**src/rtl/pm_defines.svh**
```systemverilog
`ifndef PM_DEFINES_SVH
`define PM_DEFINES_SVH

// Bus widths
`define PM_ADR_W        16
`define PM_DAT_W        32
`define PM_STRB_W       (`PM_DAT_W / 8)
`define PM_LB_REG_W     3               // Register index from address bits 4:2

// Work RAM of 4 KB in words
`define PM_RAM_ADR_W    10

`define PM_PIO_IN_W     8
`define PM_PIO_OUT_W    8

// Clock cycles per timer beat
`define PM_BEAT         25

`define PM_IRQ_N        4

// Address map, region in bits 15:14 and device in bits 11:8
`define PM_REGION_RAM   2'b10
`define PM_REGION_PER   2'b11
`define PM_DEV_PIO      4'd1
`define PM_DEV_TMR      4'd2
`define PM_DEV_IRQ      4'd3

// Register offsets
`define PM_PIO_REG_IN   3'd0
`define PM_PIO_REG_OUT  3'd1
`define PM_PIO_REG_SET  3'd2
`define PM_PIO_REG_CLR  3'd3
`define PM_PIO_REG_MSK  3'd4
`define PM_TMR_REG_CTL  3'd0
`define PM_TMR_REG_RLD  3'd1
`define PM_TMR_REG_CNT  3'd2
`define PM_IRQ_REG_EN   3'd0
`define PM_IRQ_REG_PND  3'd1

`endif

```
**src/rtl/pm_pkg.sv**
```systemverilog
`include "pm_defines.svh"

package pm_pkg;

    // Host byte address
    typedef logic [`PM_ADR_W-1:0]    adr_t;

    typedef logic [`PM_DAT_W-1:0]    dat_t;
    typedef logic [`PM_STRB_W-1:0]   strb_t;

    // Register index inside a device
    typedef logic [`PM_LB_REG_W-1:0] reg_t;

    // Decoded target of a host access
    typedef enum logic [2:0]
    {
        sel_none,
        sel_ram,
        sel_pio,
        sel_tmr,
        sel_irq
    } dev_sel_t;

    // Bit 0 PIO, bit 1 timer, bits 3:2 external
    typedef logic [`PM_IRQ_N-1:0]    irq_vec_t;

endpackage

```
**src/rtl/pm_irq.sv**
```systemverilog
`include "pm_defines.svh"

module pm_irq
(
    input  logic             clk,
    input  logic             arst_n,
    input  pm_pkg::reg_t     lb_reg,
    input  pm_pkg::dat_t     lb_wdat,
    input  logic             irq_wr,
    input  logic             irq_rd,
    output pm_pkg::dat_t     irq_rdat,
    input  pm_pkg::irq_vec_t irq_src,
    output logic             host_irq
);

    pm_pkg::irq_vec_t en_r;
    pm_pkg::irq_vec_t pnd_r;
    pm_pkg::irq_vec_t pnd_clr;

    // Write one to clear
    assign pnd_clr = (irq_wr && lb_reg == `PM_IRQ_REG_PND) ?
                     lb_wdat[`PM_IRQ_N-1:0] : '0;

    always_ff @(posedge clk or negedge arst_n)
    begin
        if (!arst_n)
        begin
            en_r     <= '0;
            pnd_r    <= '0;
            host_irq <= 1'b0;
        end
        else
        begin
            if (irq_wr && lb_reg == `PM_IRQ_REG_EN)
                en_r <= lb_wdat[`PM_IRQ_N-1:0];
            pnd_r    <= (pnd_r & ~pnd_clr) | irq_src;   // Set wins over clear
            host_irq <= |(pnd_r & en_r);
        end
    end

    always_ff @(posedge clk)
    begin
        if (irq_rd)
        begin
            case (lb_reg)
                `PM_IRQ_REG_EN:  irq_rdat <= pm_pkg::dat_t'(en_r);
                `PM_IRQ_REG_PND: irq_rdat <= pm_pkg::dat_t'(pnd_r);
                default:         irq_rdat <= '0;
            endcase
        end
    end

endmodule

```
**config.mk**
```make
export PLATFORM = sky130hd
export DESIGN_NAME = pm_irq
export DESIGN_NICKNAME = d
export VERILOG_FILES = /design/src/rtl/pm_pkg.sv /design/src/rtl/pm_irq.sv
export VERILOG_INCLUDE_DIRS = /design/src /design/src/rtl
export SDC_FILE = /design/constraint.sdc
export NUM_CORES = 1
export LEC_CHECK = 0
export BUFFER_PORTS_ARGS = -buffer_cell sky130_fd_sc_hd__buf_2
export CORE_ASPECT_RATIO = 1.1
export CORE_UTILIZATION = 38
export CTS_CLUSTER_SIZE = 20
export DETAILED_ROUTE_END_ITERATION = 16
export PLACE_DENSITY = 0.84
export SYNTH_ARGS = -nofsm -noshare
export SYNTH_HDL_FRONTEND = slang
export SYNTH_SLANG_ARGS = --single-unit
```
**constraint.sdc**
```tcl
create_clock -name clk -period 2.35 [get_ports clk]
set_clock_uncertainty 0.2 [all_clocks]
set_input_delay 0.235 -clock clk [delete_from_list [all_inputs] [get_ports clk]]
set_output_delay 0.235 -clock clk [all_outputs]
set_load 0.01 [all_outputs]
```
# Yosys cells after proc, flatten, opt, wreduce, memory -nomap -nowiden
# Cells that the tools add are included.
# word_totals
romBits	0
output_inout_bits	33
elab_cells	15
latchBits	0
ram_bits	0
ff_bits	41
mem_count	0
input_bits	43
# classes
eq_ne	1
n_reduce_logical	4
multipliers	0
n_mux	2
add_sub_neg	0
order_cmp	0
n_bitwise	4
div_mod_pow	0
shift	0
# op_table
cell	n
$and A4 B4 Y4	2
$pmux W4 S2	1
$mux W4	1
$not A4 Y4	1
$or A4 B4 Y4	1
$reduce_or A4 Y1	1
$eq A3 B1 Y1 const B	1
$logic_not A3 Y1	1
$logic_and A1 B1 Y1	2

# Logic depth before layout (Yosys ltp)
# logic_depth
depth_word	6
ltp_mapped	3

# Worst setup path after synthesis
# Ideal clock, no wire load.
# synth_path
kind	in2reg
from	input lb_reg[0]
to	register en_r[0]
n_path_buf	1
setup_slack_ns	0.985
t_arrival_ns	1.040
stages	3
cell_sequence	buf_6 -> nor4b_4 -> mux2_2
# synth_via
elab_chain_cells	2
# synth_lines
element	line_no	source
start: declaration	pm_irq.sv:7	input pm_pkg::reg_t lb_reg,
$logic_not A3 Y1	--	
$logic_and A1 B1 Y1 (no source line)	--	
end signal: assignment	pm_irq.sv:35	en_r <= lb_wdat[`PM_IRQ_N-1:0];
end: declaration	pm_irq.sv:16	pm_pkg::irq_vec_t en_r;
# Every way passes these cells.
# A chain may end at the register's enable or synchronous reset.

# Worst setup path in the final report
# layout_path
from	register irq_rdat[1]
to	output irq_rdat[1]
# layout_lines
element	line_no	source
start: declaration	pm_irq.sv:11	output pm_pkg::dat_t irq_rdat,
start signal: assignment	pm_irq.sv:46	`PM_IRQ_REG_EN: irq_rdat <= pm_pkg::dat_t'(en_r);
start signal: assignment	pm_irq.sv:47	`PM_IRQ_REG_PND: irq_rdat <= pm_pkg::dat_t'(pnd_r);
# No word-level cell between the ends.

==> summary.md <==
| Metric | Value |
|---|---|
| Period minus WS final | `~1200 ps` |
| First DRT Iteration DRCs | `4` |
| WL/cell | `9.38 um` |
| Synth Register Bits | `13` |
| WHS Endpoint | `pnd_r[1]$_DFF_PN0_` |
| Final net count | `142` |
| Crit path DAT | `slightly below 800 ps` |
| Hold slack | `approximately 3.3 ps` |
| Int Power | `~0.37 mW` |
| Area grow syn2layout | `10.8%` |
| CP bufs+invs | `1` |
| DP HPWL | `a little over 900 um` |
| Cell count after synthesis | `just over 70` |
| Commonest non-fill, non-tap cell in the layout | `conb_1` |
| Pleak | `around 0.43 nW` |
| Global-route wire length before repair | `1720 um` |
| TNS Setup | `0 ps` |
| CTS max path bufs | `2` |
| Starting Density | `0.422` |
| Top cells by area, synth | `dfrtp_1 (29%), buf_4 (27%), edfxtp_1 (15%), mux2_2 (5.7%), mux2i_1 (5.1%)` |
| WHS Path Cells | `3` |
| Via/cell ratio | `about 4` |
| IO buf count | `19` |
| Predominant post-synthesis flop cell | `dfrtp_1` |
| Final wirelength | `~1200 um` |
| Hold_sp | `irq_src[1]` |
| Final Cycle Share | `0.516` |
| CTS buffer count | `3` |
| Worst R2R End | `irq_rdat[3]$_DFFE_PP_` |
| Crit-path cells | `buf_2` |
| Sw frac | `0.274` |
| YS warnings | `0` |
| VDD IR-drop max | `about 210 uV` |
| Combinational cell fraction of total power | `0.197` |
| CTS H-Tree Depth | `1` |
| Area leader, netlist | `dfrtp_1` |
| Startpoint types | `register` |
| Number of global-route vias before repair | `around 420` |
| Synth cell types | `15` |
| Worst-path clk slew | `70 ps` |
| Fill count | `approximately 190` |
| GRT Util Overall | `0.109` |
| Sequential fraction of the synthesis area | `0.439` |
| Post-Place Cells | `about 120` |
| Avg Cell Area, Syn | `roughly 11 sq um` |
| CTS tree | `built` |
| ANT nets after route | `0` |
| Fin. Hold Viols | `0` |
| Most frequent cells in the layout | `conb_1 (28), buf_2 (19), dfrtp_1 (9)` |
| GRT overflow | `0` |
| Vias | `around 510` |
| Worst-path fanout max | `1` |
| Reg2reg path depth | `2` |
| FF+latch area | `roughly 350 sq um` |
| CP required | `between 1500 and 2000 ps` |
| Hold Buf Count CTS | `5` |
| Antenna violations before repair | `0` |
| Core Box Area | `~0.0019 sq mm` |
| Cell Area, Synth | `just under 800 sq um` |
| Fin cells | `125` |
| Max-cap viol count | `0` |
| Seq pwr share | `0.537` |
| Switching pwr | `0.140 mW` |
| GPL Wtd Cong | `0.740` |
| Chip width | `about 45 um` |
| Die span in y | `49.7 um` |
| Largest net degree at the start of global routing | `10` |
| Post-CTS Setup Bufs | `0` |
| PostCTS Resize Cnt | `0` |
| R2R Path Start | `pnd_r[3]$_DFF_PN0_` |
| Reg2Reg Setup Slack | `~1300 ps` |
| Clock root buffer master | `clkbuf_4` |
| Detailed Routing Iterations Pass 1 | `2` |
| Worst path max stage delay | `between 300 and 400 ps` |
| Fraction of layout instances using a drive strength above 1 | `0.286` |
| HP Class | `primary input to register` |
| Die Area | `0.00225 sq mm` |
| WS Path Type | `register to primary output` |
| Final Total Pwr | `between 0.5 and 0.6 mW` |
| Number of synthesized flops with an enable pin | `4` |
| Top-area cell type share of the netlist area | `0.287` |
| Status | `finished clean` |
| IO Pins | `76` |
| Max Fclk | `between 0.8 and 0.9 GHz` |
| Cell Pwr Density | `just under 600 mW/mm^2` |
| Latest clock arrival within the worst-skew pair | `about 270 ps` |
| RSZ-0062 raised after global routing | `false` |
| Clk pwr share | `0.266` |
| Final Setup Violations | `0` |
| Diodes inserted | `0` |
| Sink Count | `13` |
| Slowest CP cell | `edfxtp_1` |
| Multi-input gate area | `about 310 sq um` |
| CP Capture Type | `primary output` |
| Rows | `16` |
| Final Slew Violations | `0` |
| # DRC | `0` |
| Crit path max-delay family | `flip-flops` |
| Post-synthesis async set-or-reset flop share | `0.692` |
[through the flow]
step | worst slack (ps) | instance area, sq um | util
floorplan | 985 | 887 | -
global placement | 857 | 795 | 0.427
detailed placement | 849 | 795 | 0.427
CTS | 1130 | 871 | 0.468
global route | 1090 | 871 | 0.468
finish | 1140 | 871 | 0.468
[logic make-up (layout without fill, tap and decap cells)]
family,count (synthesis),count (layout),synth area share
buffers and inverters,33,32,0.301
other,1,28,0.00477
DFF,13,13,0.440
and+or+nand+nor,11,11,0.0955
muxes,8,8,0.108
AOI/OAI and AO/OA,6,6,0.0509
[flip-flops by register name, indices dropped and copies added (netlist names)]
| name | cells |
|---|---|
| en_r | 4 |
| host_irq | 1 |
| irq_rdat | 4 |
| pnd_r | 4 |
[routing by layer]
layer | routed length [um] | track usage
met5 | 0 | 0
met4 | 16 | 0.0606
met3 | 106 | 0.0366
met2 | 588 | 0.188
met1 | 462 | 0.110
[worst register-to-register path: stages, from the launching register on]
cell and delay [ps]:
dfrtp_1 400, mux2i_1 160, nor3_1 60
[synth_stat cells (2+ instances only)]
cell type / number
mux2i_1: 4
a22oi_1: 2
edfxtp_1: 4
mux2_2: 4
dfrtp_1: 9
buf_4: 28
nor3_1: 4
a31oi_1: 4
inv_1: 4
nor2_1: 4
[layout make-up]
cell class                 instances  share of cell area
inverter                           4              0.0172
clock buffer                       4              0.0302
timing repair buffer              24               0.167
sequential                        13               0.397
multi-input combinational         53               0.351
tap                               27              0.0388
[how the worst max path moves through the flow]
stage                                      from             endpoint  slack, ps  cells after the start
after floorplan                       lb_reg[0]  en_r[0]$_DFFE_PN0P_        990                      3
after global placement                lb_reg[0]  en_r[3]$_DFFE_PN0P_        860                      3
after CTS                 irq_rdat[1]$_DFFE_PP_          irq_rdat[1]       1130                      1
final                     irq_rdat[1]$_DFFE_PP_          irq_rdat[1]       1140                      1
after detailed placement              lb_reg[0]  en_r[1]$_DFFE_PN0P_        850                      3
after global routing      irq_rdat[1]$_DFFE_PP_          irq_rdat[1]       1090                      1
[power by group through the flow]
stage          Clock (mW)  Sequential [mW]  Combinational [mW]
2_1_floorplan           0            0.279              0.0933
3_3_place_gp            0            0.276              0.0904
3_5_place_dp            0            0.278              0.0939
4_1_cts             0.137            0.273               0.100
5_1_grt             0.150            0.275               0.111
6_report            0.135            0.273               0.100
Note: power is estimated with default switching activity, not from simulation.
