===== src/rtl/pm_defines.svh =====
`ifndef PM_DEFINES_SVH
`define PM_DEFINES_SVH

// Bus widths
`define PM_ADR_W        16
`define PM_DAT_W        32
`define PM_STRB_W       (`PM_DAT_W / 8)
`define PM_LB_REG_W     3               // Register index from address bits 4:2

// Work RAM of 4 KB in words
`define PM_RAM_ADR_W    10

`define PM_PIO_IN_W     8
`define PM_PIO_OUT_W    8

// Clock cycles per timer beat
`define PM_BEAT         25

`define PM_IRQ_N        4

// Address map, region in bits 15:14 and device in bits 11:8
`define PM_REGION_RAM   2'b10
`define PM_REGION_PER   2'b11
`define PM_DEV_PIO      4'd1
`define PM_DEV_TMR      4'd2
`define PM_DEV_IRQ      4'd3

// Register offsets
`define PM_PIO_REG_IN   3'd0
`define PM_PIO_REG_OUT  3'd1
`define PM_PIO_REG_SET  3'd2
`define PM_PIO_REG_CLR  3'd3
`define PM_PIO_REG_MSK  3'd4
`define PM_TMR_REG_CTL  3'd0
`define PM_TMR_REG_RLD  3'd1
`define PM_TMR_REG_CNT  3'd2
`define PM_IRQ_REG_EN   3'd0
`define PM_IRQ_REG_PND  3'd1

`endif


===== src/rtl/pm_pkg.sv =====
`include "pm_defines.svh"

package pm_pkg;

    // Host byte address
    typedef logic [`PM_ADR_W-1:0]    adr_t;

    typedef logic [`PM_DAT_W-1:0]    dat_t;
    typedef logic [`PM_STRB_W-1:0]   strb_t;

    // Register index inside a device
    typedef logic [`PM_LB_REG_W-1:0] reg_t;

    // Decoded target of a host access
    typedef enum logic [2:0]
    {
        sel_none,
        sel_ram,
        sel_pio,
        sel_tmr,
        sel_irq
    } dev_sel_t;

    // Bit 0 PIO, bit 1 timer, bits 3:2 external
    typedef logic [`PM_IRQ_N-1:0]    irq_vec_t;

endpackage


===== src/rtl/pm_lb_fabric.sv =====
`include "pm_defines.svh"

module pm_lb_fabric
(
    input  logic                     clk,
    input  logic                     arst_n,

    // Host port
    input  logic                     req,
    input  logic                     wr,
    input  pm_pkg::adr_t             adr,
    input  pm_pkg::dat_t             wdat,
    input  pm_pkg::strb_t            strb,
    output logic                     ack,
    output pm_pkg::dat_t             rdat,

    // Local bus to the devices
    output pm_pkg::reg_t             lb_reg,
    output pm_pkg::dat_t             lb_wdat,
    output pm_pkg::strb_t            lb_strb,
    output logic [`PM_RAM_ADR_W-1:0] ram_adr,
    output logic                     ram_wr,
    output logic                     ram_rd,
    output logic                     pio_wr,
    output logic                     pio_rd,
    output logic                     tmr_wr,
    output logic                     tmr_rd,
    output logic                     irq_wr,
    output logic                     irq_rd,
    input  pm_pkg::dat_t             ram_rdat,
    input  pm_pkg::dat_t             pio_rdat,
    input  pm_pkg::dat_t             tmr_rdat,
    input  pm_pkg::dat_t             irq_rdat
);

    typedef enum logic [1:0] {st_idle, st_strb, st_wait, st_ack} state_t;

    state_t            state;
    pm_pkg::dev_sel_t  sel_dec;
    pm_pkg::dev_sel_t  sel_q;
    logic              wr_q;
    pm_pkg::adr_t      adr_q;
    pm_pkg::dat_t      rdat_mux;

    // Region and device decode of the live host address
    always_comb
    begin
        sel_dec = pm_pkg::sel_none;
        if (adr[15:14] == `PM_REGION_RAM)
            sel_dec = pm_pkg::sel_ram;
        else if (adr[15:14] == `PM_REGION_PER)
        begin
            case (adr[11:8])
                `PM_DEV_PIO: sel_dec = pm_pkg::sel_pio;
                `PM_DEV_TMR: sel_dec = pm_pkg::sel_tmr;
                `PM_DEV_IRQ: sel_dec = pm_pkg::sel_irq;
                default:     sel_dec = pm_pkg::sel_none;
            endcase
        end
    end

    // Request fields captured once per access
    always_ff @(posedge clk)
    begin
        if (state == st_idle && req)
        begin
            wr_q    <= wr;
            adr_q   <= adr;
            lb_wdat <= wdat;
            lb_strb <= strb;
        end
        if (state == st_ack && !ack)
            rdat <= rdat_mux;       // Held while ack is high
    end

    assign lb_reg  = adr_q[2 +: `PM_LB_REG_W];
    assign ram_adr = adr_q[2 +: `PM_RAM_ADR_W];

    always_ff @(posedge clk or negedge arst_n)
    begin
        if (!arst_n)
        begin
            state  <= st_idle;
            sel_q  <= pm_pkg::sel_none;
            ack    <= 1'b0;
            ram_wr <= 1'b0;
            ram_rd <= 1'b0;
            pio_wr <= 1'b0;
            pio_rd <= 1'b0;
            tmr_wr <= 1'b0;
            tmr_rd <= 1'b0;
            irq_wr <= 1'b0;
            irq_rd <= 1'b0;
        end
        else
        begin
            // Strobes last one cycle
            ram_wr <= 1'b0;
            ram_rd <= 1'b0;
            pio_wr <= 1'b0;
            pio_rd <= 1'b0;
            tmr_wr <= 1'b0;
            tmr_rd <= 1'b0;
            irq_wr <= 1'b0;
            irq_rd <= 1'b0;
            case (state)
                st_idle:
                    if (req)
                    begin
                        sel_q <= sel_dec;
                        state <= st_strb;
                    end
                st_strb:
                begin
                    ram_wr <= wr_q && (sel_q == pm_pkg::sel_ram);
                    ram_rd <= !wr_q && (sel_q == pm_pkg::sel_ram);
                    pio_wr <= wr_q && (sel_q == pm_pkg::sel_pio);
                    pio_rd <= !wr_q && (sel_q == pm_pkg::sel_pio);
                    tmr_wr <= wr_q && (sel_q == pm_pkg::sel_tmr);
                    tmr_rd <= !wr_q && (sel_q == pm_pkg::sel_tmr);
                    irq_wr <= wr_q && (sel_q == pm_pkg::sel_irq);
                    irq_rd <= !wr_q && (sel_q == pm_pkg::sel_irq);
                    state  <= st_wait;
                end
                st_wait:
                    state <= st_ack;    // Device registers its read data
                default:
                    if (req)
                        ack <= 1'b1;
                    else
                    begin
                        ack   <= 1'b0;
                        state <= st_idle;
                    end
            endcase
        end
    end

    // Unmapped reads return zero
    always_comb
    begin
        case (sel_q)
            pm_pkg::sel_ram: rdat_mux = ram_rdat;
            pm_pkg::sel_pio: rdat_mux = pio_rdat;
            pm_pkg::sel_tmr: rdat_mux = tmr_rdat;
            pm_pkg::sel_irq: rdat_mux = irq_rdat;
            default:         rdat_mux = '0;
        endcase
    end

    a_ack_rise_req : assert property (@(posedge clk) disable iff (!arst_n)
        $rose(ack) |-> $past(req));

    a_one_strobe : assert property (@(posedge clk) disable iff (!arst_n)
        $onehot0({ram_wr, ram_rd, pio_wr, pio_rd, tmr_wr, tmr_rd, irq_wr, irq_rd}));

endmodule


===== config.mk =====
export PLATFORM = sky130hd
export DESIGN_NAME = pm_lb_fabric
export DESIGN_NICKNAME = d
export VERILOG_FILES = /design/src/rtl/pm_pkg.sv /design/src/rtl/pm_lb_fabric.sv
export VERILOG_INCLUDE_DIRS = /design/src /design/src/rtl
export SDC_FILE = /design/constraint.sdc
export NUM_CORES = 1
export LEC_CHECK = 0
export BUFFER_PORTS_ARGS = -buffer_cell sky130_fd_sc_hd__buf_2
export CAP_MARGIN = 20
export CORE_AREA = 4 4 105 107
export DETAILED_ROUTE_END_ITERATION = 12
export DIE_AREA = 0 0 109 111
export HOLD_SLACK_MARGIN = 0.05
export PLACE_DENSITY = 0.78
export SETUP_SLACK_MARGIN = 0.3
export SLEW_MARGIN = 30
export SYNTH_ARGS = -nofsm -noshare
export SYNTH_HDL_FRONTEND = slang
export SYNTH_SLANG_ARGS = --single-unit

===== constraint.sdc =====
create_clock -name clk -period 4 [get_ports clk]
set_clock_uncertainty 0.1 [all_clocks]
set_input_delay 0.4 -clock clk [delete_from_list [all_inputs] [get_ports clk]]
set_output_delay 0.4 -clock clk [all_outputs]
set_load 0.05 [all_outputs]

Word level (Yosys, flattened, before mapping). Cells that the tools add are included.

Register bits: 95. Memories: 0. Output and inout bits: 90. Bits in latches: 0. RAM bits: 0. Input port bits: 184. Logic and storage cells: 62. ROM bits: 0.

Divide/modulo/power cells: 0. Order comparisons: 0. Reductions and logical operators: 16. Multiply operators: 0. Equal/unequal tests: 14. Multiplexer cells: 16. Add/subtract/negate cells: 0. Shift-type cells: 0. Bitwise operators: 0.

Operator list (count): one-hot mux 32 bit (4 select lines) (1); logical AND 1 bit (10); 2-to-1 mux 1 bit (9); one-hot mux 3 bit (3 select lines) (1); equality test 2 bit, second input constant (4); equality test 4 x 2 -> 1 bit, second input constant (2); equality test 3 x 2 -> 1 bit, second input constant (2); 2-to-1 mux 3 bit (2); one-hot mux 2 bit (3 select lines) (1); equality test 4 x 1 -> 1 bit, second input constant (1); 2-to-1 mux 2 bit (2); inequality test 4 x 1 -> 1 bit, second input constant (1); AND reduction 2 bit (2); equality test 3 x 1 -> 1 bit, second input constant (1); equality test 3 bit, second input constant (1); OR reduction 3 bit (1); equality test 2 x 1 -> 1 bit, second input constant (1); logical NOT 1 bit (2); logical NOT 2 bit (1); inequality test 2 bit, second input constant (1).

Depth between registers and ports, before layout.
Depth after elaboration: 4. Depth in mapped cells: 5. Gate-level depth less buffers: 5.

Worst setup path after synthesis. OpenSTA, ideal clock, no wires.

Path kind: reg-to-reg. Start point: register ack. End point: register rdat[0], enable pin. Cell stages (with the launch flop): 2. Setup slack: 1.398 ns. Path buffers: 0. Data required time: 3.475 ns. Clock period less this slack: 2.602 ns. Arrival time: 2.077 ns. Setup time: 0.425 ns. Cells stage by stage: dfrtp_1 > nor2b_1.

Longest elaborated chain between the ends: 2.

Ends and longest elaborated chain: from (decl) (line pm_lb_fabric.sv:14) `output logic ack,`; from (signal assigned) (line pm_lb_fabric.sv:85) `ack <= 1'b0;`; from (signal assigned) (line pm_lb_fabric.sv:129) `ack <= 1'b1;`; from (signal assigned) (line pm_lb_fabric.sv:132) `ack <= 1'b0;`; logical NOT 1 bit (line pm_lb_fabric.sv:72) `if (state == st_ack && !ack)`; logical AND 1 bit (line pm_lb_fabric.sv:72); to (signal assigned) (line pm_lb_fabric.sv:73) `rdat <= rdat_mux;`; to (decl) (line pm_lb_fabric.sv:15) `output pm_pkg::dat_t rdat,`.

Every way passes these cells. A chain may end at the register's enable or synchronous reset.

Worst setup path in the final report.
Start point: register sel_q[1]. End point: register rdat[8], data pin.

Longest elaborated chain between the ends: 2. Elaborated cells on any way between the ends: 5. Classes of those cells: eq/ne: 4; mux: 1.

Ends and longest elaborated chain: from (decl) (line pm_lb_fabric.sv:40) `pm_pkg::dev_sel_t sel_q;`; from (signal assigned) (line pm_lb_fabric.sv:84) `sel_q <= pm_pkg::sel_none;`; from (signal assigned) (line pm_lb_fabric.sv:110) `sel_q <= sel_dec;`; equality test 3 bit, or another cell as far along (line pm_lb_fabric.sv:142) `case (sel_q)`; one-hot mux 32 bit (4 select lines) (*) (line pm_lb_fabric.sv:142); named net rdat_mux[8] (line pm_lb_fabric.sv:43) `pm_pkg::dat_t rdat_mux;`.

Mark *: on every way through the listed nets, which the timed path passes. The rest lies on a longest branch.

==> flow_metrics.env <==
export IMPL_routed_via_density=4.91
export IMPL_switching_share=0.425
export IMPL_cts_tree="yes"
export IMPL_critical_path_cell_chain="nor2b_4, buf_16, a22oi_1, o22ai_1"
export IMPL_grt_pass1_wl_um=18100
export IMPL_cts_num_sinks=93
export IMPL_setup_tns_ns=0
export IMPL_ant_nets=0
export IMPL_synth_top_area_frac=0.550
export IMPL_end_kind="flop"
export IMPL_syn_avg_cell_area_um2=16.8
export IMPL_grt_pass1_vias=3356
export IMPL_clock_power_share=0.161
export IMPL_max_freq_mhz=464
export IMPL_initial_core_util=0.425
export IMPL_synth_cells=256
export IMPL_synth_edff_count=79
export IMPL_die_w_um=109
export IMPL_synth_area_leader_cell="edfxtp_1"
export IMPL_cts_made_buffers=9
export IMPL_fillers=837
export IMPL_globalRoute_totalOverflow=0
export IMPL_clk_pin_slew_ns=0.09
export IMPL_final_nets=711
export IMPL_htreeDepth=3
export IMPL_hold_violations=0
export IMPL_period_needed_ns=2.15
export IMPL_yosysWarnings=0
export IMPL_ys_ff_latch=93
export IMPL_via_count=3250
export IMPL_maxCapViolations=0
export IMPL_fin_crit_sh=0.539
export IMPL_synth_most_common_cell="edfxtp_1"
export IMPL_clkLatencyLatePin_ns=0.35
export IMPL_drtIter0Drc=113
export IMPL_clockBufferDepth=2
export IMPL_powerDensity_nw_per_um2=582
export IMPL_post_route_worst_setup_slack_ns=1.85
export IMPL_synthTopCellsByCount="edfxtp_1, mux2i_1, a22oi_2, o22ai_2, dfrtp_1"
export IMPL_antenna_found_initial=0
export IMPL_cts_setup_buffers=0
export IMPL_synth_area_leaders="edfxtp_1, a22oi_2, o22ai_2, dfrtp_1, mux2i_1"
export IMPL_finalSetupViolations=0
export IMPL_slew_headroom=0.587
export IMPL_dp_slack_ns=1.84
export IMPL_die_area_um2=12100
export IMPL_p_leak_nw=2.44
export IMPL_seqPwrFrac=0.399
export IMPL_drv_slew=0
export IMPL_pin_count=274
export IMPL_io_buffers=269
export IMPL_grt_start_max_net_pins=47
export IMPL_combinationalPowerShare=0.439
export IMPL_cts_hold_buf=1
export IMPL_critPathSlowestCell="dfrtp_2"
export IMPL_rsz0062_at_grt="no"
export IMPL_cts_resized=0
export IMPL_crit_path_max_fanout=20
export IMPL_critical_path_class="reg -> reg"
export IMPL_finalWirelength_um=12200
export IMPL_synth_fp_nets=445
export IMPL_drt_wirelength_per_cell_um=18.4
export IMPL_core_area_um2=10100
export IMPL_synth_top_flop_cell="edfxtp_1"
export IMPL_synth_async_sr_flop_share=0.151
export IMPL_ys_types=30
export IMPL_synthToLayoutAreaGrowth_pct=38.3
export IMPL_critPathLaunchType="flop"
export IMPL_power_switching_mw=1.47
export IMPL_grtUsageTotal=0.198
export IMPL_drc=0
export IMPL_firstDrtPassIters=4
export IMPL_rows=37
export IMPL_worst_path_buf_inv=1
export IMPL_path_delay_family="flip-flops"
export IMPL_worstPathArrival_ns=2.25
export IMPL_ir_worst_vdd_mv=0.357
export IMPL_worstPathRequired_ns=4.09
export IMPL_dpl_hpwl_um=9590
export IMPL_tightestPinTransition_ns=0.618
export IMPL_place_gp_congestion=0.868
export IMPL_critical_path_max_stage_delay_ns=0.75
export IMPL_clockRootBuffer="clkbuf_8"
export IMPL_yosysSeqAreaShare=0.631
export IMPL_n_antenna_cell=0
export IMPL_status="complete, no violations"
export IMPL_hold_path_class="in -> reg"
export IMPL_die_y_um=111
export IMPL_intPower_mw=1.99
export IMPL_syn_area_um2=4310
export IMPL_layout_drive_gt1_share=0.684
==> cells in the final DEF (no fill, tap or decap), types with 2 or more instances in the layout <==
cell type / synthesis / routed
ha_1: 5 / 5
clkinv_4: 0 / 2
o21ai_0: 2 / 2
a21oi_1: 2 / 2
nor4b_1: 2 / 2
inv_1: 4 / 3
buf_16: 0 / 3
mux2i_1: 34 / 34
dfrtp_2: 0 / 2
edfxtp_1: 79 / 79
o22ai_2: 30 / 30
nand2_1: 5 / 5
inv_6: 0 / 2
o22ai_1: 3 / 3
nor2_1: 7 / 7
buf_4: 7 / 4
a22oi_2: 30 / 30
clkbuf_8: 0 / 9
nor2b_4: 0 / 3
buf_2: 8 / 269
a22oi_1: 2 / 2
dfrtp_1: 14 / 12
nand2b_1: 3 / 2
==> final timing paths <==
kind | startpoint | to | slack, ns | cells past startpoint
setup / recovery | sel_q[1]$_DFFE_PN0P_ | rdat[8]$_DFFE_PP_ | 1.85 | 4
hold / removal | wdat[25] | lb_wdat[25]$_DFFE_PP_ | 0.11 | 1
setup reg to reg | sel_q[1]$_DFFE_PN0P_ | rdat[8]$_DFFE_PP_ | 1.85 | 4
hold reg to reg | wr_q$_DFFE_PP_ | irq_rd$_DFF_PN0_ | 0.41 | 1
max in group asynchronous | arst_n | sel_q[1]$_DFFE_PN0P_ | 3.16 | 2
min in group asynchronous | arst_n | state[1]$_DFFE_PN0P_ | 0.37 | 2
==> logic make-up after synthesis <==
family	share of synthesized area
multiplexers	0.0815
XOR/XNOR	0.00203
adder cells (fa/ha/maj)	0.0145
flip-flops	0.631
buffers and inverters	0.0467
AO/OA/AOI/OAI	0.191
AND/OR/NAND/NOR	0.0328
==> through the flow <==
step	instance area, um^2	power [mW]	utilization	hold WS (ns)	cells
after global routing	5960	3.65	0.588	0.0681	662
after floorplan	4310	2.53	-	0.00441	256
after global placement	5700	2.87	0.562	0.204	643
after detailed placement	5750	2.92	0.568	0.218	645
after CTS	5940	3.49	0.585	0.0842	661
final	5960	3.47	0.588	0.113	662
==> layout make-up <==
class	instances	area [um^2]	share of cell area
clock buffer	9	124	0.0208
inverter	4	15.0	0.00252
tap	136	170	0.0285
clock inverter	6	47.5	0.00797
multi-input combinational	137	1410	0.237
timing repair buffer	277	1470	0.246
sequential	93	2730	0.457
==> worst register-to-register path: stages (launching register included) <==
cell and delay (ns):
dfrtp_2 0.75, nor2b_4 0.65, buf_16 0.25, a22oi_1 0.10, o22ai_1 0.14
==> flip-flops by register name, indices dropped and copies added, names as in the netlist <==
signal	flops
state	2
rdat	32
adr_q	10
lb_strb	4
irq_rd	1
ram_wr	1
irq_wr	1
lb_wdat	32
ram_rd	1
pio_wr	1
tmr_wr	1
pio_rd	1
ack	1
sel_q	3
wr_q	1
tmr_rd	1
==> metal layers <==
layer	GRT usage	share of wire
met4	0.0741	0.023
met2	0.345	0.53
met5	0	0
met3	0.0431	0.067
met1	0.235	0.38
==> power by group through the flow <==
stage | sequential (mW) | clock, mW | combinational (mW)
after global routing | 1.40 | 0.635 | 1.61
after global placement | 1.40 | 0 | 1.47
final | 1.39 | 0.559 | 1.52
after floorplan | 1.95 | 0 | 0.585
after detailed placement | 1.41 | 0 | 1.51
after CTS | 1.39 | 0.587 | 1.51
Power figures use the tool's default switching activity.
