$ cat src/rtl/pm_defines.svh
`ifndef PM_DEFINES_SVH
`define PM_DEFINES_SVH

// Bus widths
`define PM_ADR_W        16
`define PM_DAT_W        32
`define PM_STRB_W       (`PM_DAT_W / 8)
`define PM_LB_REG_W     3               // Register index from address bits 4:2

// Work RAM of 4 KB in words
`define PM_RAM_ADR_W    10

`define PM_PIO_IN_W     8
`define PM_PIO_OUT_W    8

// Clock cycles per timer beat
`define PM_BEAT         25

`define PM_IRQ_N        4

// Address map, region in bits 15:14 and device in bits 11:8
`define PM_REGION_RAM   2'b10
`define PM_REGION_PER   2'b11
`define PM_DEV_PIO      4'd1
`define PM_DEV_TMR      4'd2
`define PM_DEV_IRQ      4'd3

// Register offsets
`define PM_PIO_REG_IN   3'd0
`define PM_PIO_REG_OUT  3'd1
`define PM_PIO_REG_SET  3'd2
`define PM_PIO_REG_CLR  3'd3
`define PM_PIO_REG_MSK  3'd4
`define PM_TMR_REG_CTL  3'd0
`define PM_TMR_REG_RLD  3'd1
`define PM_TMR_REG_CNT  3'd2
`define PM_IRQ_REG_EN   3'd0
`define PM_IRQ_REG_PND  3'd1

`endif

$ cat src/rtl/pm_pkg.sv
`include "pm_defines.svh"

package pm_pkg;

    // Host byte address
    typedef logic [`PM_ADR_W-1:0]    adr_t;

    typedef logic [`PM_DAT_W-1:0]    dat_t;
    typedef logic [`PM_STRB_W-1:0]   strb_t;

    // Register index inside a device
    typedef logic [`PM_LB_REG_W-1:0] reg_t;

    // Decoded target of a host access
    typedef enum logic [2:0]
    {
        sel_none,
        sel_ram,
        sel_pio,
        sel_tmr,
        sel_irq
    } dev_sel_t;

    // Bit 0 PIO, bit 1 timer, bits 3:2 external
    typedef logic [`PM_IRQ_N-1:0]    irq_vec_t;

endpackage

$ cat src/rtl/pm_tmr.sv
`include "pm_defines.svh"

module pm_tmr
(
    input  logic         clk,
    input  logic         arst_n,
    input  pm_pkg::reg_t lb_reg,
    input  pm_pkg::dat_t lb_wdat,
    input  logic         tmr_wr,
    input  logic         tmr_rd,
    output pm_pkg::dat_t tmr_rdat,
    output logic         irq
);

    localparam int PRE_W = $clog2(`PM_BEAT);

    logic [PRE_W-1:0] pre_cnt;
    logic             beat;
    logic             en_r;
    logic             en_nxt;
    pm_pkg::dat_t     rld_r;
    pm_pkg::dat_t     cnt_r;

    assign beat = (pre_cnt == PRE_W'(`PM_BEAT - 1));

    // A disabling write silences a pulse due in the same cycle
    assign en_nxt = (tmr_wr && lb_reg == `PM_TMR_REG_CTL) ? lb_wdat[0] : en_r;

    always_ff @(posedge clk or negedge arst_n)
    begin
        if (!arst_n)
        begin
            pre_cnt <= '0;
            en_r    <= 1'b0;
            rld_r   <= '0;
            cnt_r   <= '0;
            irq     <= 1'b0;
        end
        else
        begin
            irq  <= 1'b0;
            en_r <= en_nxt;
            if (tmr_wr && lb_reg == `PM_TMR_REG_RLD)
                rld_r <= lb_wdat;

            // Prescaler restarts with every enable
            if (!en_r)
            begin
                pre_cnt <= '0;
                cnt_r   <= rld_r;
            end
            else
            begin
                pre_cnt <= beat ? '0 : pre_cnt + 1'b1;
                if (beat)
                begin
                    if (cnt_r <= 1)
                    begin
                        irq   <= en_nxt;    // Count hits zero
                        cnt_r <= rld_r;
                    end
                    else
                        cnt_r <= cnt_r - 1'b1;
                end
            end
        end
    end

    always_ff @(posedge clk)
    begin
        if (tmr_rd)
        begin
            case (lb_reg)
                `PM_TMR_REG_CTL: tmr_rdat <= pm_pkg::dat_t'(en_r);
                `PM_TMR_REG_RLD: tmr_rdat <= rld_r;
                `PM_TMR_REG_CNT: tmr_rdat <= cnt_r;
                default:         tmr_rdat <= '0;
            endcase
        end
    end

    a_irq_enabled : assert property (@(posedge clk) disable iff (!arst_n)
        irq |-> en_r);

endmodule

$ cat config.mk
export PLATFORM = sky130hd
export DESIGN_NAME = pm_tmr
export DESIGN_NICKNAME = d
export VERILOG_FILES = /design/src/rtl/pm_pkg.sv /design/src/rtl/pm_tmr.sv
export VERILOG_INCLUDE_DIRS = /design/src /design/src/rtl
export SDC_FILE = /design/constraint.sdc
export NUM_CORES = 1
export LEC_CHECK = 0
export ABC_AREA = 1
export BUFFER_PORTS_ARGS = -buffer_cell sky130_fd_sc_hd__buf_4
export CAP_MARGIN = 20
export CORE_ASPECT_RATIO = 1.75
export CORE_MARGIN = 1.5
export CORE_UTILIZATION = 50
export CTS_BUF_LIST = sky130_fd_sc_hd__clkbuf_2
export DETAILED_ROUTE_END_ITERATION = 12
export PLACE_DENSITY = 0.85
export SYNTH_ARGS = -nofsm -noshare
export SYNTH_HDL_FRONTEND = slang
export SYNTH_SLANG_ARGS = --single-unit
$ cat constraint.sdc
create_clock -name clk -period 1.7 [get_ports clk]
set_input_delay 0.34 -clock clk [delete_from_list [all_inputs] [get_ports clk]]
set_output_delay 0.34 -clock clk [all_outputs]
set_load 0.02 [all_outputs]
# Yosys cells after proc, flatten, opt, wreduce, memory -nomap -nowiden
# Cells that the tools add are included.
# totals
elab_cells	26
input_bits	39
regBits	103
out_inout_bits	33
# classes
eq_ne	4
order_cmp	1
add_sub_neg	2
n_reduce_logical	3
mux	10
# op_table
operator	n
$mux W32	3
$pmux W32 S3	1
$le A32 B1 Y1 const B	1
$sub A32 B1 Y32 const B	1
$mux W5	2
$add A5 B1 Y5 const B	1
$eq A5 B5 Y1 const B	1
$mux W1	4
$eq A3 B1 Y1 const B	1
$eq A3 B2 Y1 const B	1
$logic_not A3 Y1	1
$logic_and A1 B1 Y1	2
$ne A2 B2 Y1 const B	1

# Longest topological paths before layout
# Gate-level depths: netlist (run 1).
# logic_depth
word_depth	6
depth_mapped	12
ltp_nobuf	12

# Worst setup path before layout (run 1)
# No wires, ideal clock.
# synth_timing
path_kind	register to register
start	reg cnt_r[0]
end	reg cnt_r[15]
path_buffers	2
stages_incl_launch_ff	12
setup_ns	0.117
synth_period_minus_slack_ns	1.725
arrival_ns	1.607
required_time_ns	1.583
setup_slack_ns	-0.025
path_cell_list	dfrtp_1 -> inv_1 -> ha_1 -> nand2_2 -> a21oi_2 -> nand2_1 -> o21bai_4 -> buf_6 -> buf_12 -> nand2_1 -> nand3_1 -> nand2_1
# synth_via
elab_chain_cells	4
elab_cells_between_ends	5
cone_classes	add/sub (1); order compare (1); mux (3)
# synth_rtl
item	line_no	text
start, declared	pm_tmr.sv:22	pm_pkg::dat_t cnt_r;
start signal, assigned	pm_tmr.sv:50	cnt_r <= rld_r;
start signal, assigned	pm_tmr.sv:60	cnt_r <= rld_r;
start signal, assigned	pm_tmr.sv:63	cnt_r <= cnt_r - 1'b1;
$sub A32 B1 Y32 or $le A32 B1 Y1 (tied branches)	pm_tmr.sv:63, pm_tmr.sv:57	
$mux W32 (*)	pm_tmr.sv:57	if (cnt_r <= 1)
$mux W32 (*)	pm_tmr.sv:55	if (beat)
$mux W32 (*)	pm_tmr.sv:47	if (!en_r)
# Mark *: on every way between the ends. The rest lies on a longest branch, timed or not. The select of a mux whose other input is x is not followed.
# A chain may end at the register's enable or synchronous reset.

# Worst setup path after layout (run 1)
# layout_timing
start	reg cnt_r[1]
end	reg cnt_r[7]
# The elaborated chain is that of the path after synthesis.

==> reports/results.tsv, run 1 <==
metric	value	unit
WL per Instance	16.0	um
Tot GR Track Use	29.0	%
Worst VDD drop	0.699	mV
Final GP Congestion	0.929	
Yosys reg bits	103	
failing checks	negative setup slack	
GR Overflow Total	0	
detailed-route DRC error count	0	
register area	2740	um2
Yosys warning count	0	
FILL cells	765	
post-route ant nets	0	
syn avg cell area	7.86	um2
worst-margin pin slew	0.475	ns
final core utilization	69.8	%
largest net degree at the start of global routing	65	
CTS max path bufs	2	
final WL	15700	um
Die Y	140	um
R2R setup slack	-0.16	ns
critical-path cell list	inv_2 > ha_4 > nand2_4 > a21oi_4 > nand2_2 > o21bai_4 > buf_12 > buf_8 > inv_8 > nand2_2 > nand3_2 > nand2_1	
top post-synthesis cells by area	dfrtp_1 (33%), edfxtp_1 (18%), nand2_1 (13%), nor2_1 (7.5%), inv_1 (6.3%)	
core area	10400	um2
Distinct cells, synth	31	
Slew HR	68.3	%
ys async rst share	68.9	%
most frequent CP cell	nand2_2	
area of the multi-input gates	2290	um2
clock root buffer	clkbuf_2	
Critical Path Sink Type	flop	
TritonCTS Buffers	9	
largest area contributor in the netlist	dfrtp_1	
Die ar.	11400	um2
cells after synthesis	681	
most common cell after layout, fill and taps aside	nand2_1	
Max-Cap Viols	0	
Starting Density	51.6	%
Post-synth EDFFs	32	
commonest cells after routing, fill and taps aside	nand2_1 (161), buf_4 (139), nor2_1 (98)	
Power Density	1350	nW/um2
first-pass GRT wire length	25000	um
initial antenna violation count	1	
fin cells	983	
share of cells above drive strength 1	26.6	%
sequential element share of the synthesized area	51.2	%
via/cell ratio	5.40	
top-area cell type share of the netlist area	33.2	%
Placed Area	6470	um2
placed cell count	918	
CP Class	flop to flop	
crit path DAT	2.45	ns
worst-path maximum fanout	17	
synthesized area	5350	um2
via count of the first global-routing pass	5464	
H-tree levels	3	
status	finished, violations left	
skew final	0.0262	ns
port bufs	71	
WP data required	2.28	ns
TritonCTS Sinks	103	
nets	892	
fin area	7230	um2
Main synth FF type	dfrtp_1	
post-route setup TNS	-3.53	ns
critical path's largest stage delay	0.46	ns
initial DRC count	375	
syn_nets	724	
Tmin final	1.86	ns
DPL Wire Length	10500	um
Final WS setup	-0.161	ns
Clock Latency Late Sink	0.63	ns
Rows	49	
P_leak	3.54	nW
layout overhead on the synthesized area	35.1	%
CTS clk-pin slew, worst paths	0.27	ns
Slew Viols, Final	0	
CTS tree	yes	
HP Class	input pin to flop	
RSZ-0062 raised after global routing	true	
io pins	72	
final period utilization	109	%
DR vias	5308	
Die X-Extent	81.2	um
hold violation total from the final report	0	
Max Clk Rate	537	MHz
startpoint class of the critical path	flop	
slowest CP cell	dfrtp_1	
drt first pass iters	5	
Final setup violation count	33	
Min Hold Slack	0.159	ns
==> routing by layer <==
layer	GRT usage [%]	wire (um)
met1	30.6	5460
met5	0	0
met2	52.7	8620
met3	4.46	724
met4	16.3	886
==> cell type report <==
type                    instances  share of cell area [%]
flip-flops and latches        103                    37.9
multi-input cells             462                    31.6
repair buffers                182                    21.5
inverters                      91                    4.83
well taps                     127                    2.20
clock inverters                 6                    1.18
clock buffers                  10                   0.692
diodes                          2                  0.0692
==> Yosys cell counts (all sizes together), types with 3 or more instances <==
library cell and number:
xor2 13, nand3 35, a21oi 34, nand4 3, o21ai 28, dfrtp 71, buf 11, o22ai 31
nor2 115, ha 4, nand2 193, inv 91, edfxtp 32, clkbuf 14
==> cell families (layout without fill, tap and decap cells) <==
logic type | after synthesis | count (layout) | share of synthesized area (%)
XOR/XNOR | 14 | 14 | 2.29
adder cells (fa/ha/maj) | 4 | 4 | 0.935
other | 0 | 2 | 0
AND/OR/NAND/NOR | 349 | 349 | 26.7
buffers and inverters | 116 | 289 | 8.86
flip-flops | 103 | 103 | 51.2
AO/OA/AOI/OAI | 95 | 95 | 10.0
==> registers in the layout, indices dropped and copies added (netlist names) <==
name and flops:
cnt_r 32, irq 1, en_r 1, rld_r 32
pre_cnt 5, tmr_rdat 32
==> path summary, 6_finish.rpt <==
kind,start,cells past startpoint,end
max reg2reg,cnt_r[1],12,cnt_r[7]
min,tmr_rd,1,tmr_rdat[8]
min in group asynchronous,arst_n,3,rld_r[28]
max,cnt_r[1],12,cnt_r[7]
min reg2reg,pre_cnt[0],1,pre_cnt[0]
max in group asynchronous,arst_n,3,cnt_r[0]
==> through the flow <==
step | total power [mW] | setup slack [ns]
after global placement | 7.62 | -0.0604
after CTS | 9.40 | -0.0660
after global routing | 10.4 | -0.236
final | 9.76 | -0.161
after floorplan | 6.03 | 0.0165
after detailed placement | 7.82 | -0.162
==> worst max-delay path, delay by kind of cell (launching register included) <==
family	cells	cell delay, ns
compound gates	2	0.32
fa+ha+maj	1	0.18
buf+inv	4	0.47
flops	1	0.46
simple gates	5	0.42
==> power by group <==
part | internal, mW | total, mW | leakage, nW | switching (mW)
clock network | 0.487 | 1.30 | 0.0796 | 0.816
logic | 2.07 | 4.82 | 2.31 | 2.74
registers | 3.20 | 3.64 | 1.15 | 0.444
==> what timing repair did <==
action                                  in CTS  in global routing
resized for setup                           31                 35
hold buffers                                35                  0
endpoints found under the setup margin      32                 33
buffers inserted                             6                  5
pin swaps                                    4                  3
cloned                                       1                  0
endpoints found under the hold margin      104                  0
Note: power is estimated with default switching activity, not from simulation.
==> inputs of run 2 (changes only) <==
Settings changed: RECOVER_POWER set to 50.
==> run 2 against run 1 <==
Compared with the run above: the flow still finishes with violations (negative setup slack); clock-buffer cell count stayed put; die area unchanged; fmax rose by 0.48%; sequential power about the same; utilization is 0.11 points lower; sequential share of layout area increased by 0.059 points; sequential cell count unchanged; final area fell by 0.16%; critical path depth stayed put; clock skew shrank 0.0012 ns; largest cell class unchanged.
==> reports/results.tsv, run 2 (synthesized netlist as in run 1, its figures left out) <==
metric	value	unit	change
Starting Density	51.6	%	unchanged
Die Y	140	um	unchanged
skew final	0.0250	ns	was 0.0262 ns
GR Overflow Total	0		unchanged
port bufs	71		unchanged
clock root buffer	clkbuf_2		unchanged
WP data required	2.28	ns	about the same
Max Clk Rate	540	MHz	was 537 MHz
final WL	15700	um	about the same
Final setup violation count	33		unchanged
failing checks	negative setup slack		unchanged
Slew Viols, Final	0		unchanged
Tot GR Track Use	29.0	%	unchanged
layout overhead on the synthesized area	34.9	%	was 35.1%
Tmin final	1.85	ns	was 1.86 ns
post-route ant nets	0		unchanged
io pins	72		unchanged
Die ar.	11400	um2	unchanged
initial antenna violation count	1		unchanged
CTS tree	yes		unchanged
hold violation total from the final report	0		unchanged
H-tree levels	3		unchanged
drt first pass iters	7		was 5
Clock Latency Late Sink	0.62	ns	was 0.63 ns
R2R setup slack	-0.15	ns	was -0.16 ns
TritonCTS Buffers	9		unchanged
worst-margin pin slew	0.927	ns	was 0.475 ns
Slew HR	38.2	%	was 68.3%
biggest regs	cnt_r: 32 flops, rld_r: 32 flops, tmr_rdat: 32 flops		unchanged
Power Density	1350	nW/um2	about the same
initial DRC count	380		was 375
Final GP Congestion	0.929		unchanged
TritonCTS Sinks	103		unchanged
Rows	49		unchanged
fin area	7220	um2	was 7230 um2
CTS max path bufs	2		unchanged
post-route setup TNS	-3.38	ns	was -3.53 ns
FILL cells	767		was 765
Place WS	-0.162	ns	unchanged
most common cell after layout, fill and taps aside	nand2_1		unchanged
WL per Instance	16.0	um	about the same
CTS clk-pin slew, worst paths	0.26	ns	was 0.27 ns
Final WS setup	-0.152	ns	was -0.161 ns
share of cells above drive strength 1	26.5	%	was 26.6%
hold endpoint	tmr_rdat[0]		was tmr_rdat[8]
Placed Area	6470	um2	unchanged
status	finished, violations left		unchanged
via count of the first global-routing pass	5464		unchanged
worst hold start	lb_reg[1]		was tmr_rd
Max-Cap Viols	0		unchanged
final period utilization	109	%	about the same
DPL Wire Length	10500	um	unchanged
area of the multi-input gates	2290	um2	unchanged
nets	892		unchanged
core area	10400	um2	unchanged
Total Power	9.76	mW	about the same
first-pass GRT wire length	25000	um	unchanged
detailed-route DRC error count	0		unchanged
largest net degree at the start of global routing	65		unchanged
reg-to-reg startpoint	cnt_r[1]		unchanged
placed cell count	918		unchanged
Worst VDD drop	0.699	mV	about the same
RSZ-0062 raised after global routing	true		unchanged
R2R depth	12		unchanged
via/cell ratio	5.38		was 5.40
hold path cells	4		was 1
P_leak	3.54	nW	about the same
register area	2740	um2	unchanged
CP Class	flop to flop		unchanged
DR vias	5292		was 5308
crit path DAT	2.44	ns	was 2.45 ns
Critical Path Sink Type	flop		unchanged
commonest cells after routing, fill and taps aside	nand2_1 (161), buf_4 (135), nor2_1 (98)		was nand2_1 (161), buf_4 (139), nor2_1 (98)
startpoint class of the critical path	flop		unchanged
fin cells	983		unchanged
r2r endpoint	cnt_r[7]		unchanged
Die X-Extent	81.2	um	unchanged
HP Class	input pin to flop		unchanged
worst-path maximum fanout	17		unchanged
-- run 2: changes by cell type in the layout (fill, tap and decap cells not counted) --
cell | before | now
buf_4 | 139 | 135
clkbuf_1 | 0 | 1
clkbuf_2 | 10 | 13
-- run 2: metrics by stage --
stage	util, %	hold WS [ns]
6_report	69.7	0.227
5_1_grt	69.7	0.220
4_1_cts	68.5	0.172
3_5_place_dp	62.5	0.423
3_3_place_gp	62.5	0.414
2_1_floorplan	-	0.0444
-- run 2: worst max path at each step --
stage	startpoint	endpoint
6_report	cnt_r[1]	cnt_r[7]
5_1_grt	cnt_r[1]	cnt_r[29]
2_1_floorplan	cnt_r[1]	cnt_r[15]
4_1_cts	cnt_r[1]	cnt_r[29]
3_3_place_gp	cnt_r[1]	cnt_r[30]
3_5_place_dp	cnt_r[1]	cnt_r[29]
-- run 2: repair_timing --
action / in CTS / in global routing
cloned: 1 / 0
pin swaps: 4 / 3
endpoints found under the hold margin: 104 / 0
resized for setup: 31 / 35
setup buffers: 6 / 5
hold buffers: 35 / 0
endpoints found under the setup margin: 32 / 33
-- run 2: layout make-up --
type,instances,area share (%)
inverters,91,4.84
flip-flops and latches,103,37.9
repair buffers,182,21.4
multi-input cells,462,31.7
well taps,127,2.20
clock inverters,6,1.18
clock buffers,10,0.693
diodes,2,0.0693
-- run 2: per-layer routing --
metal | track usage (%) | part of all wire, %
met1 | 30.6 | 35
met2 | 52.7 | 56
met3 | 4.46 | 4.0
met4 | 16.3 | 5.0
met5 | 0 | 0
-- run 2: critical path: stages, from the launching register on --
cell      delay (ns)
dfrtp_1         0.46
inv_2           0.13
ha_4            0.18
nand2_4         0.09
a21oi_4         0.17
nand2_2         0.09
o21bai_4        0.14
buf_12          0.15
buf_8           0.11
inv_8           0.07
nand2_2         0.08
nand3_2         0.07
nand2_1         0.09
-- run 2: report_power, final --
part           leakage, nW  switching, mW  internal (mW)
combinational         2.31           2.74           2.07
sequential            1.15          0.450           3.20
clock               0.0796          0.811          0.487
total                 3.54           4.00           5.76
